### config.mk
export PLATFORM = sky130hd
export DESIGN_NAME = codebook_regs
export DESIGN_NICKNAME = d
export VERILOG_FILES = /design/src/bf_sample_pkg.sv /design/src/bf_beam_pkg.sv /design/src/codebook_regs.sv
export VERILOG_INCLUDE_DIRS = /design/src /design/src/src
export SDC_FILE = /design/constraint.sdc
export NUM_CORES = 2
export LEC_CHECK = 0
export ABC_CLOCK_PERIOD_IN_PS = 1500
export BUFFER_PORTS_ARGS = -buffer_cell sky130_fd_sc_hd__buf_2
export CAP_MARGIN = 20
export CORE_AREA = 2 2 411 413
export DETAILED_ROUTE_END_ITERATION = 6
export DIE_AREA = 0 0 413 415
export PLACE_DENSITY_LB_ADDON = 0.15
export SYNTH_ARGS = -nofsm -noshare
export SYNTH_HDL_FRONTEND = slang
export SYNTH_SLANG_ARGS = --single-unit
### constraint.sdc
create_clock -name i_clk -period 1.5 [get_ports i_clk]
set_clock_uncertainty 0.2 [all_clocks]
set_input_delay 0.45 -clock i_clk [delete_from_list [all_inputs] [get_ports i_clk]]
set_output_delay 0.45 -clock i_clk [all_outputs]
set_load 0.005 [all_outputs]
### src/bf_macros.svh
`ifndef BF_MACROS_SVH
`define BF_MACROS_SVH

// --------------------
// Array sizes
// --------------------

// Beams formed per half
`define BF_BEAM 2

// Antennas per sample word, power of two
`define BF_ANT 4

// --------------------
// Data widths
// --------------------

// One antenna sample or codeword element, re in upper half
`define BF_IW 32

// Beam accumulator, full width and sign-extended
`define BF_OW 48

`endif

### src/bf_sample_pkg.sv
`include "bf_macros.svh"

package bf_sample_pkg;

    // --------------------
    // Complex sample
    // --------------------

    // Real part in the upper half of the word
    typedef struct packed {
        logic signed [15:0] re;
        logic signed [15:0] im;
    } cplx16_t;

    // --------------------
    // Antenna sample word
    // --------------------

    // Raw on buses and in copies
    // Complex view only at the multipliers
    typedef union packed {
        logic [`BF_IW-1:0] raw;
        cplx16_t           c;
    } ant_sample_u;

endpackage

### src/bf_beam_pkg.sv
`include "bf_macros.svh"

package bf_beam_pkg;

    // --------------------
    // Codeword element
    // --------------------

    // Same two views as a stream sample
    typedef union packed {
        logic [`BF_IW-1:0]      raw;
        bf_sample_pkg::cplx16_t c;
    } weight_u;

    // --------------------
    // Indexes and results
    // --------------------

    typedef logic [$clog2(`BF_BEAM)-1:0] beam_idx_t;
    typedef logic [$clog2(`BF_ANT)-1:0]  ant_idx_t;

    // Full-width beam sum, no rounding
    typedef logic signed [`BF_OW-1:0] beam_acc_t;

endpackage

### src/codebook_regs.sv
`include "bf_macros.svh"

module codebook_regs
    import bf_beam_pkg::*;
(
    input  logic                                     i_clk,
    input  logic                                     i_rst_n,
    // Codeword write port
    input  logic                                     i_cw_wr_en,
    input  logic                                     i_cw_wr_odd,
    input  beam_idx_t                                i_cw_wr_beam,
    input  ant_idx_t                                 i_cw_wr_ant,
    input  weight_u                                  i_cw_wr_data,
    // Stream in
    input  logic                                     i_valid,
    input  logic                                     i_sop,
    input  logic                                     i_eop,
    input  logic    [`BF_ANT-1:0][`BF_IW-1:0]        i_even_data,
    input  logic    [`BF_ANT-1:0][`BF_IW-1:0]        i_odd_data,
    // Stream out, one cycle later
    output logic                                     o_valid,
    output logic                                     o_sop,
    output logic                                     o_eop,
    output logic    [`BF_ANT-1:0][`BF_IW-1:0]        o_even_data,
    output logic    [`BF_ANT-1:0][`BF_IW-1:0]        o_odd_data,
    // Active banks
    output weight_u [`BF_BEAM-1:0][`BF_ANT-1:0]      o_cw_even,
    output weight_u [`BF_BEAM-1:0][`BF_ANT-1:0]      o_cw_odd
);

    weight_u [`BF_BEAM-1:0][`BF_ANT-1:0] shadow_even;
    weight_u [`BF_BEAM-1:0][`BF_ANT-1:0] shadow_odd;
    weight_u [`BF_BEAM-1:0][`BF_ANT-1:0] active_even;
    weight_u [`BF_BEAM-1:0][`BF_ANT-1:0] active_odd;

    // --------------------
    // Banks
    // --------------------

    always_ff @(posedge i_clk or negedge i_rst_n) begin
        if (!i_rst_n) begin
            shadow_even <= '0;
            shadow_odd  <= '0;
            active_even <= '0;
            active_odd  <= '0;
        end else begin
            // Address decode into the shadow bank
            if (i_cw_wr_en) begin
                if (i_cw_wr_odd) begin
                    shadow_odd[i_cw_wr_beam][i_cw_wr_ant] <= i_cw_wr_data;
                end else begin
                    shadow_even[i_cw_wr_beam][i_cw_wr_ant] <= i_cw_wr_data;
                end
            end
            // Packet start, takes the shadow as it was before this edge
            if (i_valid && i_sop) begin
                active_even <= shadow_even;
                active_odd  <= shadow_odd;
            end
        end
    end

    // --------------------
    // Stream delay
    // --------------------

    // Markers, sop/eop only kept with valid
    always_ff @(posedge i_clk or negedge i_rst_n) begin
        if (!i_rst_n) begin
            o_valid <= 1'b0;
            o_sop   <= 1'b0;
            o_eop   <= 1'b0;
        end else begin
            o_valid <= i_valid;
            o_sop   <= i_valid & i_sop;
            o_eop   <= i_valid & i_eop;
        end
    end

    // Payload
    always_ff @(posedge i_clk) begin
        o_even_data <= i_even_data;
        o_odd_data  <= i_odd_data;
    end

    assign o_cw_even = active_even;
    assign o_cw_odd  = active_odd;

endmodule

# == Word-level counts from Yosys, hierarchy flattened ==
# Index checks and enable logic that the tools add are counted.
# W data, S select, Z words.
# op_classes
n_lt_le_gt_ge,4
muxes,6
n_bitwise,3
n_reduce_logical,5
# ops
operator,n
$bwmux W256,2
$demux W128 S1,1
$mux W128,1
$demux W32 S2,1
$mux W32,1
$reduce_and A2 Y1,2
$logic_and A1 B1 Y1,3
$lt A2 B3 Y1 const B,1
$and A1 B1 Y1,2
$ge A2 B1 Y1 const B,1
$lt A1 B2 Y1 const B,1
$ge A1 B1 Y1 const B,1
$not A1 Y1,1
# totals
register_bits,1283
in_bits,298
elab_cells,61

# == Logic depth before layout (Yosys ltp) ==
# depth
depth_word,7
depth_mapped,6

# == Least setup slack after synthesis ==
# No wires, ideal clock.
# synth_path
kind,input to register
start,input port i_cw_wr_ant[1]
end,register shadow_even[161] in the netlist's numbering
arrival_ns,1.600
required_ns,1.175
path_slack_ns,-0.425
path_stages,5
n_path_buf,2
path_cell_list,clkbuf_1 nand2b_1 nor2_1 buf_2 mux2_2
# synth_between
elab_chain_cells,7
word_cells_on_any_way,8
classes_between,2 x order compare; 5 x mux; 1 x reduce/logical
# synth_lines
element,line_no,text
from (decl),codebook_regs.sv:12,"input ant_idx_t i_cw_wr_ant,"
$lt A2 B3 Y1 (implied by the code) / $ge A2 B1 Y1 (equally long branches),codebook_regs.sv:52,shadow_even[i_cw_wr_beam][i_cw_wr_ant] <= i_cw_wr_data;
$logic_and A1 B1 Y1 (implied by the code),codebook_regs.sv:52,
$mux W32 (implied by the code),codebook_regs.sv:52,
$demux W32 S2 (*),codebook_regs.sv:52,
$mux W128 (implied by the code) (*),codebook_regs.sv:52,
$demux W128 S1 (*),codebook_regs.sv:52,
$bwmux W256 (*),codebook_regs.sv:52,
"to (signal, indexed assignment)",codebook_regs.sv:52,
to (decl),codebook_regs.sv:31,weight_u [`BF_BEAM-1:0][`BF_ANT-1:0] shadow_even;
# Mark *: on every way between the ends. The rest lies on a longest branch, timed or not.
# A chain may end at the register's enable or synchronous reset.

# == Worst setup path after layout ==
# layout_path
start,"register active_even, in the netlist o_cw_even[238]"
end,output port o_cw_even[238] in the netlist's numbering
# layout_rtl
element,line_no,text
from (decl),codebook_regs.sv:33,weight_u [`BF_BEAM-1:0][`BF_ANT-1:0] active_even;
from (signal assigned),codebook_regs.sv:57,active_even <= shadow_even;
to (decl),codebook_regs.sv:27,"output weight_u [`BF_BEAM-1:0][`BF_ANT-1:0] o_cw_even,"
# No word-level cell between the ends.

==> impl_metrics.json <==
{
  "p_leak_nw": 33.3,
  "fin_crit_sh_pct": 136,
  "core_mm2": 0.167,
  "grtUsageTotal_pct": 20.6,
  "clkTransAtPathRegs_ps": 60,
  "dp.cells": 6845,
  "final_cell_mix": "nand2_1 (1536), dfrtp_1 (1011), buf_2 (792)",
  "overflow": 0,
  "drive_above_1_share_pct": 43.7,
  "critPathArrivalTime_ps": 1390,
  "share_comb_of_total_power_pct": 17.9,
  "tns_ps": -334770,
  "clkPwrFrac_pct": 36.5,
  "yosys-top-cells-area": "dfrtp_1 (59%), nand2_1 (13%), mux2_2 (12%), dfxtp_1 (12%), mux2_1 (1.4%)",
  "synth_seq_cells": 1283,
  "wirelength_mm": 179,
  "viasPerCell": 4.24,
  "rsz0062_at_grt": "yes",
  "cts_buffers": 150,
  "ant_nets": 0,
  "postPlaceCellArea_mm2": 0.0542,
  "required_ps": 850,
  "synth.avg_cell_area_um2": 12.2,
  "p_switching_mw": 27.5,
  "synthDistinctLibCells": 17,
  "grt_pass1_vias": 33800,
  "clk_latency_ps": 800,
  "cts-root-buf": "clkbuf_16",
  "hpwl_mm": 129,
  "violations": "negative setup slack",
  "final_cells": 7630,
  "startpoint_type": "flop",
  "cpPeakStageDelay_ps": 440,
  "rows": 150,
  "clkSinkCount": 1283,
  "worstPathCellList": "buf_2",
  "worst_setup_path_end_kind": "output port",
  "yosys_warnings": 0,
  "path_max_fanout": 2,
  "numPortBuffers": 1068,
  "hold_violations": 0,
  "fin_ws_ps": -536,
  "setup_viol": 771,
  "ys_seq_area_share_pct": 71.2,
  "htree_levels": 4,
  "seq_power_share_pct": 45.6,
  "grt_max_degree": 97,
  "design_area_mm2": 0.0657,
  "vias": 32400,
  "syn_area_mm2": 0.0433,
  "hold_class": "primary input to flop",
  "slew_violations": 0,
  "grt_antenna_before_repair": 30,
  "drc": 0,
  "setup.worst_path.class": "flop to output port",
  "p_sw_share_pct": 27.3,
  "cp_num_buf_inv": 1,
  "worst_slew_pin_slew_ps": 694,
  "synthToLayoutAreaGrowth_pct": 51.7,
  "wl_per_cell_um": 23.5,
  "dieArea_mm2": 0.171,
  "cap_violations": 0,
  "slew_headroom_pct": 53.7,
  "powerDensity_mw_per_mm2": 1530,
  "ir_drop_mv": 1.24,
  "grt_pass1_wl_mm": 253,
  "min_period_ps": 2040,
  "cts_max_path_buffers": 3,
  "mostFrequentLayoutCell": "nand2_1",
  "drtIter0Drc": 1628,
  "fmax_ghz": 0.491,
  "gp_congestion": 0.933,
  "cts_tree": "done",
  "syn_inst": 3556,
  "synth_nets": 3854,
  "path_delay_family": "flip-flops",
  "cp_slowest_cell": "dfrtp_1",
  "drt-pass1-iter-count": 5,
  "synth_top_area_share_pct": 59.4,
  "status": "finished with violations",
  "intPower_mw": 73.0,
  "die_w_um": 413,
  "ioPinCount": 1069,
  "hold_slack_ps": 90.6,
  "final_nets": 5588,
  "initial_core_util_pct": 26.0,
  "die_h_um": 415,
  "synth_top_area_cell": "dfrtp_1"
}
## synthesized netlist by cell type, drive strengths merged
cell    instances
nor2           10
clkbuf        141
nand3b          4
inv             1
or3             3
and2            1
nand2        1539
dfrtp        1027
dfxtp         256
nand3           1
nor3b           1
buf            57
nand2b          2
and3            1
mux2          512
## cell families (layout without fill, tap and decap cells)
group	Yosys count	count (layout)	share of synthesized area, %
muxes	512	512	13.3
other	0	17	0
and+or+nand+nor	1562	1562	13.6
buffers and inverters	199	2052	1.86
DFF	1283	1283	71.2
## power by group through the flow
stage / clock network [mW] / registers, mW / logic, mW
final: 36.7 / 45.8 / 18.0
after global routing: 39.2 / 46.5 / 19.7
after CTS: 37.8 / 45.7 / 17.3
after detailed placement: 0 / 45.9 / 14.8
after global placement: 0 / 46.0 / 14.6
after floorplan: 0 / 44.8 / 6.38
## area by class of cell
class,count,area (um2)
repair buffers,1780,14400
clock buffers,225,4440
clock inverters,46,510
flip-flops and latches,1283,31100
multi-input cells,2074,12400
diodes,17,42.5
fillers,16200,101000
well taps,2204,2760
inverters,1,11.3
## through the flow
step                total power [mW]  util (%)  worst slack, ps
finish                           100      39.4             -536
global route                     105      39.4             -605
CTS                              101      38.6             -646
detailed placement              60.7      32.5             -755
global placement                60.5      32.5             -760
floorplan                       51.1         -             -394
## flip-flops by register name, indices dropped and copies added (netlist names)
name / count
o_cw_even: 256
o_cw_odd: 256
shadow_even: 256
shadow_odd: 256
o_even_data: 128
o_odd_data: 128
o_eop: 1
o_sop: 1
o_valid: 1
## final timing paths
| path | to | cells after the start | startpoint | slack, ps |
|---|---|---|---|---|
| min in group asynchronous | o_cw_odd[249]$_DFFE_PN0P_ | 3 | i_rst_n | 130 |
| hold reg to reg | o_cw_even[23]$_DFFE_PN0P_ | 2 | shadow_even[23]$_DFFE_PN0P_ | 250 |
| setup reg to reg | o_cw_odd[156]$_DFFE_PN0P_ | 4 | o_cw_odd[156]$_DFFE_PN0P_ | 380 |
| hold / removal | o_odd_data[45]$_DFF_P_ | 2 | i_odd_data[45] | 90 |
| setup / recovery | o_cw_even[238] | 1 | o_cw_even[238]$_DFFE_PN0P_ | -540 |
| max in group asynchronous | shadow_odd[247]$_DFFE_PN0P_ | 4 | i_rst_n | 340 |
## metal layers
metal	vias to the layer above	track usage, %	wire (um)
met4	0	5.49	4260
met3	192	4.68	10600
met2	993	30.8	79000
met5	-	0	0
met1	16400	29.8	85500
li1	14800	-	-
## timing repair
item                                   4_1_cts  5_1_grt
pin swaps                                    0        0
gates cloned                                 0        2
endpoints found under the hold margin     1449        0
hold buffers                               315        0
gates resized for setup                    513      117
setup endpoints to repair                  771      799
buffers inserted                            85      104
No activity file was read; power rests on OpenSTA's default activity.
